--- config.mk ---
export PLATFORM = sky130hd
export DESIGN_NAME = dfe_ctrl_top
export DESIGN_NICKNAME = d
export VERILOG_FILES = /design/src/design/dfe_map_pkg.sv /design/src/design/dfe_bus_pkg.sv /design/src/design/dfe_sequencer.sv /design/src/design/dfe_reg_port.sv /design/src/design/dfe_ctrl_top.sv
export SDC_FILE = /design/constraint.sdc
export NUM_CORES = 1
export LEC_CHECK = 0
export BUFFER_PORTS_ARGS = -buffer_cell sky130_fd_sc_hd__buf_2
export CAP_MARGIN = 20
export CORE_ASPECT_RATIO = 0.5
export CORE_MARGIN = 2
export CORE_UTILIZATION = 40
export CTS_CLUSTER_SIZE = 28
export DETAILED_ROUTE_END_ITERATION = 16
export PLACE_DENSITY = 0.64
export SETUP_SLACK_MARGIN = 0.02
export SLEW_MARGIN = 30
export SYNTH_ARGS = -nofsm -noshare
export SYNTH_HDL_FRONTEND = slang
export SYNTH_HIERARCHICAL = 1
export SYNTH_SLANG_ARGS = --single-unit
export TNS_END_PERCENT = 1
--- constraint.sdc ---
create_clock -name clk -period 4.04 [get_ports clk]
set_input_delay 0.404 -clock clk [delete_from_list [all_inputs] [get_ports clk]]
set_output_delay 0.404 -clock clk [all_outputs]
set_load 0.01 [all_outputs]
--- src/design/dfe_map_pkg.sv ---
// DFE register map of the reconfig controller: mode enum, Avalon addresses, offsets and data codes
package dfe_map_pkg;

    // host mode select, reserved behaves as continuous
    typedef enum logic [1:0] {
        mode_off        = 2'd0,
        mode_one_time   = 2'd1,
        mode_continuous = 2'd2,
        mode_reserved   = 2'd3
    } dfe_mode_e;

    // controller addresses on the management bus
    localparam logic [6:0] addr_lch    = 7'h28;  // logical channel
    localparam logic [6:0] addr_status = 7'h2A;  // control / status
    localparam logic [6:0] addr_offset = 7'h2B;  // DFE register offset
    localparam logic [6:0] addr_data   = 7'h2C;  // DFE register data

    // offsets inside the DFE block
    localparam logic [31:0] off_power    = 32'h0000_0000;  // power and adaptation enable
    localparam logic [31:0] off_vref     = 32'h0000_0006;  // vref field in bits 2:0
    localparam logic [31:0] off_one_time = 32'h0000_000B;  // one-time adaptation trigger

    // status register codes
    localparam logic [31:0] status_start_write = 32'd1;  // commit data latch to offset
    localparam logic [31:0] status_start_read  = 32'd2;  // load data latch from offset
    localparam int          status_busy_bit    = 8;      // set while the controller works

    // data words for offset 0x0
    localparam logic [31:0] mode_data_off        = 32'd0;
    localparam logic [31:0] mode_data_one_time   = 32'd2;
    localparam logic [31:0] mode_data_continuous = 32'd3;

    localparam logic [31:0] one_time_enable = 32'd1;  // written to offset 0xB

    localparam int vref_w = 3;  // vref field width

endpackage

--- src/design/dfe_bus_pkg.sv ---
// command and Avalon master types passed between the DFE sequencer, register port and top level
package dfe_bus_pkg;

    // what the register port does with one command
    typedef enum logic [1:0] {
        op_write,        // single Avalon write
        op_read,         // single Avalon read, data back on rd_data
        op_poll_status,  // read status until busy bit is clear
        op_wait_mgmt     // mgmt_busy high, then low
    } cmd_op_e;

    // one register command, 41 bits
    typedef struct packed {
        cmd_op_e     op;
        logic [6:0]  addr;
        logic [31:0] data;   // write data, zero for reads
    } reg_cmd_t;

    // Avalon-MM master outputs, 41 bits
    typedef struct packed {
        logic        write;
        logic        read;
        logic [6:0]  address;
        logic [31:0] writedata;
    } av_master_t;

endpackage

--- src/design/dfe_sequencer.sv ---
// DFE step sequencer, issues one register command per step for mode setup, trigger and vref override
`timescale 1ns/100ps

module dfe_sequencer #(
    parameter int lch_w = 32
) (
    input  logic                             clk,
    input  logic                             reset,
    input  logic                             start,
    input  dfe_map_pkg::dfe_mode_e           mode,
    input  logic                             vref_en,
    input  logic [dfe_map_pkg::vref_w-1:0]   vref_low,
    input  logic [dfe_map_pkg::vref_w-1:0]   vref_high,
    input  logic [lch_w-1:0]                 lch,
    input  logic                             mgmt_busy,
    output dfe_bus_pkg::reg_cmd_t            cmd,
    output logic                             cmd_valid,
    input  logic                             cmd_done,
    input  logic [31:0]                      rd_data,
    output logic                             busy
);

    typedef enum logic [4:0] {
        st_idle,
        st_lch,                                               // channel select
        st_pwr_off, st_pwr_data, st_pwr_go, st_pwr_poll,      // off / continuous
        st_trig_off, st_trig_data, st_trig_go, st_trig_wait,  // one-time trigger
        st_vref_off_rd, st_vref_rd_go, st_vref_rd_wait, st_vref_rd_data,
        st_vref_off_wr, st_vref_data, st_vref_wr_go, st_vref_wr_wait,
        st_finish                                             // hold busy until start drops
    } seq_state_e;

    seq_state_e                       state, nxt;
    logic                             issue;        // drives cmd_valid
    logic                             hi_pass;      // second vref pass running
    dfe_map_pkg::dfe_mode_e           mode_q;       // latched at start
    logic                             vref_en_q;
    logic [dfe_map_pkg::vref_w-1:0]   vref_low_q, vref_high_q;
    logic [31:0]                      vref_word;    // captured offset 0x6 word
    logic                             vref_run;
    logic                             accept;

    assign accept    = (state == st_idle) && start && !mgmt_busy;
    assign vref_run  = vref_en_q && (mode_q != dfe_map_pkg::mode_off);
    assign cmd_valid = issue;

    // step order, advanced on cmd_done
    always_comb begin
        nxt = state;
        case (state)
            st_lch: begin
                if (vref_run)
                    nxt = st_vref_off_rd;                      // vref pass comes first
                else if (mode_q == dfe_map_pkg::mode_one_time)
                    nxt = st_trig_off;
                else
                    nxt = st_pwr_off;                          // off, continuous, reserved
            end
            st_pwr_off:      nxt = st_pwr_data;
            st_pwr_data:     nxt = st_pwr_go;
            st_pwr_go:       nxt = st_pwr_poll;
            st_pwr_poll:     nxt = st_finish;
            st_trig_off:     nxt = st_trig_data;
            st_trig_data:    nxt = st_trig_go;
            st_trig_go:      nxt = st_trig_wait;
            st_trig_wait:    nxt = (vref_run && !hi_pass) ? st_vref_off_wr : st_finish;
            st_vref_off_rd:  nxt = st_vref_rd_go;
            st_vref_rd_go:   nxt = st_vref_rd_wait;
            st_vref_rd_wait: nxt = st_vref_rd_data;
            st_vref_rd_data: nxt = st_vref_off_wr;
            st_vref_off_wr:  nxt = st_vref_data;
            st_vref_data:    nxt = st_vref_wr_go;
            st_vref_wr_go:   nxt = st_vref_wr_wait;
            st_vref_wr_wait: nxt = st_trig_off;                // trigger after each vref write
            default:         nxt = state;
        endcase
    end

    // command for the current step
    always_comb begin
        cmd.op   = dfe_bus_pkg::op_write;
        cmd.addr = dfe_map_pkg::addr_status;
        cmd.data = 32'd0;
        case (state)
            st_lch: begin
                cmd.addr = dfe_map_pkg::addr_lch;
                cmd.data = 32'(lch);                           // zero extended
            end
            st_pwr_off: begin
                cmd.addr = dfe_map_pkg::addr_offset;
                cmd.data = dfe_map_pkg::off_power;
            end
            st_pwr_data: begin
                cmd.addr = dfe_map_pkg::addr_data;
                case (mode_q)
                    dfe_map_pkg::mode_off: cmd.data = dfe_map_pkg::mode_data_off;
                    default:               cmd.data = dfe_map_pkg::mode_data_continuous;
                endcase                                        // reserved acts as continuous
            end
            st_pwr_go, st_trig_go, st_vref_wr_go: cmd.data = dfe_map_pkg::status_start_write;
            st_pwr_poll: cmd.op = dfe_bus_pkg::op_poll_status;
            st_trig_off: begin
                cmd.addr = dfe_map_pkg::addr_offset;
                cmd.data = dfe_map_pkg::off_one_time;
            end
            st_trig_data: begin
                cmd.addr = dfe_map_pkg::addr_data;
                cmd.data = dfe_map_pkg::one_time_enable;
            end
            st_trig_wait, st_vref_rd_wait, st_vref_wr_wait: cmd.op = dfe_bus_pkg::op_wait_mgmt;
            st_vref_off_rd, st_vref_off_wr: begin
                cmd.addr = dfe_map_pkg::addr_offset;
                cmd.data = dfe_map_pkg::off_vref;
            end
            st_vref_rd_go: cmd.data = dfe_map_pkg::status_start_read;
            st_vref_rd_data: begin
                cmd.op   = dfe_bus_pkg::op_read;
                cmd.addr = dfe_map_pkg::addr_data;
            end
            st_vref_data: begin
                cmd.addr = dfe_map_pkg::addr_data;
                cmd.data = {vref_word[31:dfe_map_pkg::vref_w], hi_pass ? vref_high_q : vref_low_q};
            end
            default: cmd.addr = dfe_map_pkg::addr_status;     // idle / finish, not issued
        endcase
    end

    always_ff @(posedge clk or posedge reset) begin
        if (reset) begin
            state   <= st_idle;
            busy    <= 1'b0;
            issue   <= 1'b0;
            hi_pass <= 1'b0;
        end else begin
            issue <= 1'b0;  // pulse only
            case (state)
                st_idle: begin
                    if (accept) begin
                        busy    <= 1'b1;
                        hi_pass <= 1'b0;
                        state   <= st_lch;
                        issue   <= 1'b1;              // first command right away
                    end
                end
                st_finish: begin
                    if (!start) begin
                        busy  <= 1'b0;                // host released the request
                        state <= st_idle;
                    end
                end
                default: begin
                    if (cmd_done) begin
                        state <= nxt;
                        issue <= (nxt != st_finish);
                        if (state == st_trig_wait && vref_run)
                            hi_pass <= 1'b1;          // low pass done, high pass next
                    end
                end
            endcase
        end
    end

    // request fields and read-back word
    always_ff @(posedge clk) begin
        if (accept) begin
            mode_q      <= mode;
            vref_en_q   <= vref_en;
            vref_low_q  <= vref_low;
            vref_high_q <= vref_high;
        end
        if (state == st_vref_rd_data && cmd_done)
            vref_word <= rd_data;                     // offset 0x6 before override
    end

endmodule

--- src/design/dfe_reg_port.sv ---
// Avalon register port, runs one sequencer command at a time against the reconfig controller
`timescale 1ns/100ps

module dfe_reg_port (
    input  logic                    clk,
    input  logic                    reset,
    input  dfe_bus_pkg::reg_cmd_t   cmd,
    input  logic                    cmd_valid,
    output logic                    cmd_done,
    output logic [31:0]             rd_data,
    output dfe_bus_pkg::av_master_t av,
    input  logic [31:0]             av_readdata,
    input  logic                    av_waitrequest,
    input  logic                    mgmt_busy
);

    typedef enum logic [2:0] {
        st_idle,
        st_access,     // single write or read
        st_poll,       // status reads until busy bit clear
        st_wait_high,  // controller has not started yet
        st_wait_low    // controller working
    } port_state_e;

    port_state_e           state;
    dfe_bus_pkg::reg_cmd_t cmd_q;  // held for the whole access

    always_ff @(posedge clk or posedge reset) begin
        if (reset) begin
            state    <= st_idle;
            cmd_done <= 1'b0;
        end else begin
            cmd_done <= 1'b0;
            case (state)
                st_idle: begin
                    if (cmd_valid) begin
                        case (cmd.op)
                            dfe_bus_pkg::op_write,
                            dfe_bus_pkg::op_read:        state <= st_access;
                            dfe_bus_pkg::op_poll_status: state <= st_poll;
                            default:                     state <= st_wait_high;
                        endcase
                    end
                end
                st_access: begin
                    if (!av_waitrequest) begin   // slave took it
                        cmd_done <= 1'b1;
                        state    <= st_idle;
                    end
                end
                st_poll: begin
                    // keep reading while busy bit is set
                    if (!av_waitrequest && !av_readdata[dfe_map_pkg::status_busy_bit]) begin
                        cmd_done <= 1'b1;
                        state    <= st_idle;
                    end
                end
                st_wait_high: if (mgmt_busy) state <= st_wait_low;
                st_wait_low: begin
                    if (!mgmt_busy) begin
                        cmd_done <= 1'b1;
                        state    <= st_idle;
                    end
                end
                default: state <= st_idle;
            endcase
        end
    end

    always_ff @(posedge clk) begin
        if (state == st_idle && cmd_valid)
            cmd_q <= cmd;
        if (av.read && !av_waitrequest)
            rd_data <= av_readdata;            // readdata valid on the accepting cycle
    end

    // bus outputs follow the held command, stable through waitrequest
    always_comb begin
        av.write     = (state == st_access) && (cmd_q.op == dfe_bus_pkg::op_write);
        av.read      = ((state == st_access) && (cmd_q.op == dfe_bus_pkg::op_read)) ||
                       (state == st_poll);
        av.address   = cmd_q.addr;
        av.writedata = cmd_q.data;
    end

endmodule

--- src/design/dfe_ctrl_top.sv ---
// DFE setup engine top level, joins the step sequencer to the Avalon register port
`timescale 1ns/100ps

module dfe_ctrl_top #(
    parameter int lch_w = 32  // logical channel width, up to 32
) (
    input  logic                             clk,
    input  logic                             reset,
    input  logic                             start,          // host request level
    input  dfe_map_pkg::dfe_mode_e           mode,
    input  logic                             vref_en,        // vref override enable
    input  logic [dfe_map_pkg::vref_w-1:0]   vref_low,
    input  logic [dfe_map_pkg::vref_w-1:0]   vref_high,
    input  logic [lch_w-1:0]                 lch,
    input  logic                             mgmt_busy,      // reconfig controller busy
    output dfe_bus_pkg::av_master_t          av,
    input  logic [31:0]                      av_readdata,
    input  logic                             av_waitrequest,
    output logic                             busy            // handshake back to host
);

    dfe_bus_pkg::reg_cmd_t cmd;        // current register command
    logic                  cmd_valid;  // one-cycle issue pulse
    logic                  cmd_done;   // one-cycle completion pulse
    logic [31:0]           rd_data;    // data of last read

    // chooses the register commands
    dfe_sequencer #(
        .lch_w (lch_w)
    ) u_seq (
        .clk       (clk),
        .reset     (reset),
        .start     (start),
        .mode      (mode),
        .vref_en   (vref_en),
        .vref_low  (vref_low),
        .vref_high (vref_high),
        .lch       (lch),
        .mgmt_busy (mgmt_busy),
        .cmd       (cmd),
        .cmd_valid (cmd_valid),
        .cmd_done  (cmd_done),
        .rd_data   (rd_data),
        .busy      (busy)
    );

    // runs them on the bus
    dfe_reg_port u_port (
        .clk            (clk),
        .reset          (reset),
        .cmd            (cmd),
        .cmd_valid      (cmd_valid),
        .cmd_done       (cmd_done),
        .rd_data        (rd_data),
        .av             (av),
        .av_readdata    (av_readdata),
        .av_waitrequest (av_waitrequest),
        .mgmt_busy      (mgmt_busy)
    );

endmodule

==> Yosys cells after proc, flatten, opt, wreduce, memory -nomap -nowiden <==
Index checks and enable logic that the tools add are counted.
{ "classes": {"eq_ne": 34, "n_mux": 34, "bitwise": 1, "reduce_logical": 36} }
{ "ops": {"columns": ["op", "count"], "rows": [
  ["$pmux W32 S7", 1],
  ["$pmux W5 S17", 1],
  ["$eq A5 B4 Y1 const B", 8],
  ["$mux W5", 5],
  ["$mux W3", 7],
  ["$eq A5 B3 Y1 const B", 4],
  ["$eq A5 B5 Y1 const B", 3],
  ["$pmux W3 S5", 1],
  ["$reduce_or A4 Y1", 3],
  ["$logic_and A1 B1 Y1", 11],
  ["$eq A5 B2 Y1 const B", 2],
  ["$mux W1", 10],
  ["$ne A2 B2 Y1 const B", 5],
  ["$pmux W5 S2", 1],
  ["$pmux W3 S3", 1],
  ["$reduce_bool A2 Y1", 4],
  ["$eq A2 B1 Y1 const B", 3],
  ["$eq A3 B2 Y1 const B", 2],
  ["$logic_not A2 Y1", 3],
  ["$pmux W1 S2", 3],
  ["$pmux W2 S3", 1],
  ["$reduce_and A3 Y1", 2],
  ["$eq A5 B1 Y1 const B", 1],
  ["$logic_not A5 Y1", 1],
  ["other kinds (17)", 22]
]} }
{ "word_totals": {"reg_bits": 126, "in_bits": 78, "out_inout_bits": 42, "wordCells": 120} }

==> Logic depth before layout (Yosys ltp) <==
{ "logic_depth": {"depth_word": 8, "mapped_depth": 9, "depth_no_buf": 7} }

==> Modules after synthesis <==
The synthesis kept the hierarchy.
{ "modules_own_cells": {"columns": ["mod", "n_inst", "cells_each", "area_per_inst_um2", "seq_area_each_um2"], "rows": [
  ["dfe_reg_port", 1, 142, 2745.1, 2292.2],
  ["dfe_sequencer", 1, 218, 2426.1, 1341.3]
]} }

==> Worst setup path before layout <==
OpenSTA, ideal clock, no wires.
{ "synth_path": {"path_type": "register -> register", "startpoint": "register u_seq.state[1]", "endpoint": "register u_seq.vref_word[10] (enable)", "setup_time_ns": 0.488, "t_arrival_ns": 3.689, "required_ns": 3.552, "path_slack_ns": -0.138, "stages_incl_launch_ff": 4, "n_path_buf": 2, "synth_period_minus_slack_ns": 4.178, "cell_sequence": "dfrtp_1 -> buf_2 -> clkbuf_1 -> nor4_1"} }
{ "synth_via": {"elab_chain_cells": 2} }
{ "synth_lines": {"columns": ["element", "line", "text"], "rows": [
  ["from (decl)", "dfe_sequencer.sv:33", "seq_state_e state, nxt;"],
  ["from (signal assigned)", "dfe_sequencer.sv:130", "state <= st_idle;"],
  ["from (signal assigned)", "dfe_sequencer.sv:141", "state <= st_lch;"],
  ["from (signal assigned)", "dfe_sequencer.sv:148", "state <= st_idle;"],
  ["$eq A5 B4 Y1", "dfe_sequencer.sv:171", "if (state == st_vref_rd_data && cmd_done)"],
  ["$logic_and A1 B1 Y1", "dfe_sequencer.sv:171", null],
  ["to (signal assigned)", "dfe_sequencer.sv:172", "vref_word <= rd_data;"],
  ["to (decl)", "dfe_sequencer.sv:39", "logic [31:0] vref_word;"]
]} }
Every way passes these cells.
A chain may end at the register's enable or synchronous reset.

==> Final worst setup path <==
{ "layout_path": {"startpoint": "register u_seq.state[0]", "endpoint": "register u_seq.issue, in the netlist u_seq/cmd_valid"} }
{ "layout_via": {"elab_chain_cells": 5, "elab_cells_between_ends": 26, "classes_between": "19 x eq/ne; 4 x mux; 3 x reduce/logical"} }
{ "layout_lines": {"columns": ["element", "line", "text"], "rows": [
  ["$eq A5 B5 Y1 (tied with other cells)", "dfe_sequencer.sv:50", "case (state)"],
  ["$pmux W5 S17 or $logic_and A1 B1 Y1 (tied branches)", "dfe_sequencer.sv:50, dfe_sequencer.sv:43", null],
  ["$ne A5 B5 Y1 or $logic_and A1 B1 Y1 (tied branches)", "dfe_sequencer.sv:154, dfe_sequencer.sv:43", null],
  ["$mux W1 (on tied branches)", "dfe_sequencer.sv:152, dfe_sequencer.sv:138", null],
  ["$pmux W1 S2 *", "dfe_sequencer.sv:136", "case (state)"],
  ["to (signal assigned)", "dfe_sequencer.sv:154", "issue <= (nxt != st_finish);"],
  ["to (decl)", "dfe_sequencer.sv:34", "logic issue;"]
]} }
Every way passes the cells marked *; elsewhere a longest branch is shown, timed or not.

==> flow_metrics.env <==
export IMPL_core_area_mm2=0.0125
export IMPL_multi_input_area_mm2=0.00114
export IMPL_period_share_pct=64.9
export IMPL_grt_start_max_net_pins=44
export IMPL_grt_pass1_wl_mm=15.1
export IMPL_start_util_pct=40.6
export IMPL_yosysWarnings=6
export IMPL_rsz0062_at_grt="false"
export IMPL_path_buf_inv=0
export IMPL_cts_reportedPaths_clkPinSlew_ns=0.05
export IMPL_mostFrequentLayoutCell="buf_2"
export IMPL_numClockSinks=120
export IMPL_wl_mm=9.48
export IMPL_cts_resized=0
export IMPL_diodes=0
export IMPL_critPathLaunchType="flip-flop"
export IMPL_cp_end_kind="flip-flop"
export IMPL_die_x_um=163
export IMPL_hold_violations=0
export IMPL_drt_initial_drc_count=287
export IMPL_clkPwrFrac_pct=33.8
export IMPL_p_per_area_mw_per_mm2=675
export IMPL_r2r_slack_ns=1.42
export IMPL_drtPass1Iterations=4
export IMPL_row_count=29
export IMPL_grt_antenna_before_repair=0
export IMPL_root_buffer="clkbuf_16"
export IMPL_ir_worst_vdd_v=0.000247
export IMPL_grt_pass1_vias=2995
export IMPL_wl_per_cell_um=15.2
export IMPL_htreeDepth=4
export IMPL_drc=0
export IMPL_netlist_area_mm2=0.00508
export IMPL_slew_viol_final=0
export IMPL_post_place_ws_ns=1.48
export IMPL_worstReg2RegEnd="u_seq/cmd_valid"
export IMPL_crit_type="flip-flop to flip-flop"
export IMPL_maxCapViolCount=0
export IMPL_regArea_mm2=0.00354
export IMPL_clk_latency_ns=0.40
export IMPL_crit_chain="nand2b_1 -> or3_1 -> a311oi_1 -> a211o_1 -> a21o_1"
export IMPL_cts_tree="done"
export IMPL_min_period_ns=2.62
export IMPL_holdPathStages=1
export IMPL_clockBufferDepth=2
export IMPL_dieArea_mm2=0.0137
export IMPL_status="complete, no violations"
export IMPL_setup_viol=0
export IMPL_r2r_start="u_seq/state[0]"
export IMPL_final_core_util_pct=48.8
export IMPL_power_frac_seq_pct=44.0
export IMPL_power_internal_w=0.00289
export IMPL_setup_tns_ns=0
export IMPL_p_sw_share_pct=30.0
export IMPL_slowest_stage="dfrtp_1"
export IMPL_ios=120
export IMPL_clock_skew_ns=0.00661
export IMPL_gp_congestion=0.853
export IMPL_synthCells=357
export IMPL_hold_path_class="input port to flip-flop"
export IMPL_worstMarginPinSlew_ns=0.858
export IMPL_critPathTopFamily="simple AND/OR/NAND/NOR gates"
export IMPL_syn2layout_area_growth_pct=20.3
export IMPL_min_to="u_port/rd_data[26]"
export IMPL_p_leak_nw=2.31
export IMPL_die_y_um=83.7
export IMPL_switchingPower_w=0.00124
export IMPL_port_buffers=116
export IMPL_cpPeakStageDelay_ns=0.90
export IMPL_grtUsageTotal_pct=14.9
export IMPL_fin_cells=622
export IMPL_drt_vias_per_instance=4.86
export IMPL_dp_cells=589
export IMPL_synth_area_per_cell_um2=14.2
export IMPL_drive_gt1_share_pct=35.2
export IMPL_combPwrFrac_pct=22.1
export IMPL_cp_arrival_ns=2.95
export IMPL_fin_ws_ns=1.42
export IMPL_hpwl_mm=6.25
export IMPL_cts_buffers=17
export IMPL_cp_required_ns=4.37
export IMPL_hold_start="av_readdata[26]"
export IMPL_r2r_worst_path_cells=5
export IMPL_fill_cells=1103
export IMPL_max_freq_ghz=0.381
export IMPL_crit_fanout=29
export IMPL_final_cell_mix="buf_2 (116), edfxtp_1 (108), a22o_1 (29)"
export IMPL_gr_total_overflow=0
export IMPL_relSlewSlack_pct=42.8
export IMPL_ant_nets=0
export IMPL_finalNetCount=517
export IMPL_vias=3023
export IMPL_postCtsSetupBuffers=0
per-stage QoR:
step           area, um2  total power, W  hold slack, ns
3_3_place_gp        5550         0.00273           0.300
4_1_cts             6110         0.00416           0.157
2_1_floorplan       5090         0.00256           0.170
5_1_grt             6110         0.00434           0.158
6_report            6110         0.00413           0.176
3_5_place_dp        5550         0.00275           0.302
how the worst max path moves through the flow:
stage / from / to / slack (ns) / cells after the start
floorplan: u_port/state[1] / u_port/av[0] / 0.67 / 2
global placement: u_seq/state[0] / u_seq/cmd_valid / 1.50 / 5
detailed placement: u_seq/state[0] / u_seq/cmd_valid / 1.48 / 5
CTS: u_seq/state[0] / u_seq/cmd_valid / 1.45 / 5
global route: u_seq/state[0] / u_seq/cmd_valid / 1.19 / 5
finish: u_seq/state[0] / u_seq/cmd_valid / 1.42 / 5
power groups by stage:
stage,Combinational [W],Clock (W),Sequential [W]
floorplan,0.000867,0,0.00170
global route,0.00101,0.00148,0.00185
detailed placement,0.000915,0,0.00184
CTS,0.000919,0.00142,0.00181
finish,0.000913,0.00140,0.00182
global placement,0.000901,0,0.00183
worst register-to-register path: cells and delay by family (launching register included):
kind | cells | cell delay [ns]
and+or+nand+nor | 2 | 1.05
DFF | 1 | 0.90
AOI/OAI and AO/OA | 3 | 0.60
final cells by class:
| cell class | count | share of cell area, % |
|---|---|---|
| multi-input cells | 167 | 18.6 |
| inverters | 11 | 0.676 |
| clock buffers | 21 | 7.21 |
| flip-flops and latches | 120 | 58.0 |
| well taps | 170 | 3.48 |
| clock inverters | 11 | 1.74 |
| repair buffers | 122 | 10.3 |
metal layers:
layer / global-route usage [%] / part of all wire (%) / vias up
li1: - / - / 1471
met1: 18.3 / 42 / 1456
met2: 24.5 / 51 / 88
met3: 4.37 / 6.0 / 8
met4: 6.28 / 1.1 / 0
met5: 0 / 0 / -
sequential cells by signal (all words and copies together), names as in the netlist:
| name | cells |
|---|---|
| u_port/av | 39 |
| u_seq/cmd_valid | 1 |
| u_seq/vref_high_q | 3 |
| u_seq/state | 5 |
| u_seq/vref_word | 29 |
| u_seq/vref_low_q | 3 |
| u_port/cmd_q | 2 |
| u_seq/hi_pass | 1 |
| u_port/state | 3 |
| u_seq/vref_en_q | 1 |
| u_port/rd_data | 29 |
| u_seq/busy | 1 |
| u_seq/mode_q | 2 |
| u_port/cmd_done | 1 |
repair_timing:
item	4_1_cts	5_1_grt
hold buffers	1	0
setup endpoints to repair	0	0
endpoints found under the hold margin	12	0
Power figures use the tool's default switching activity.
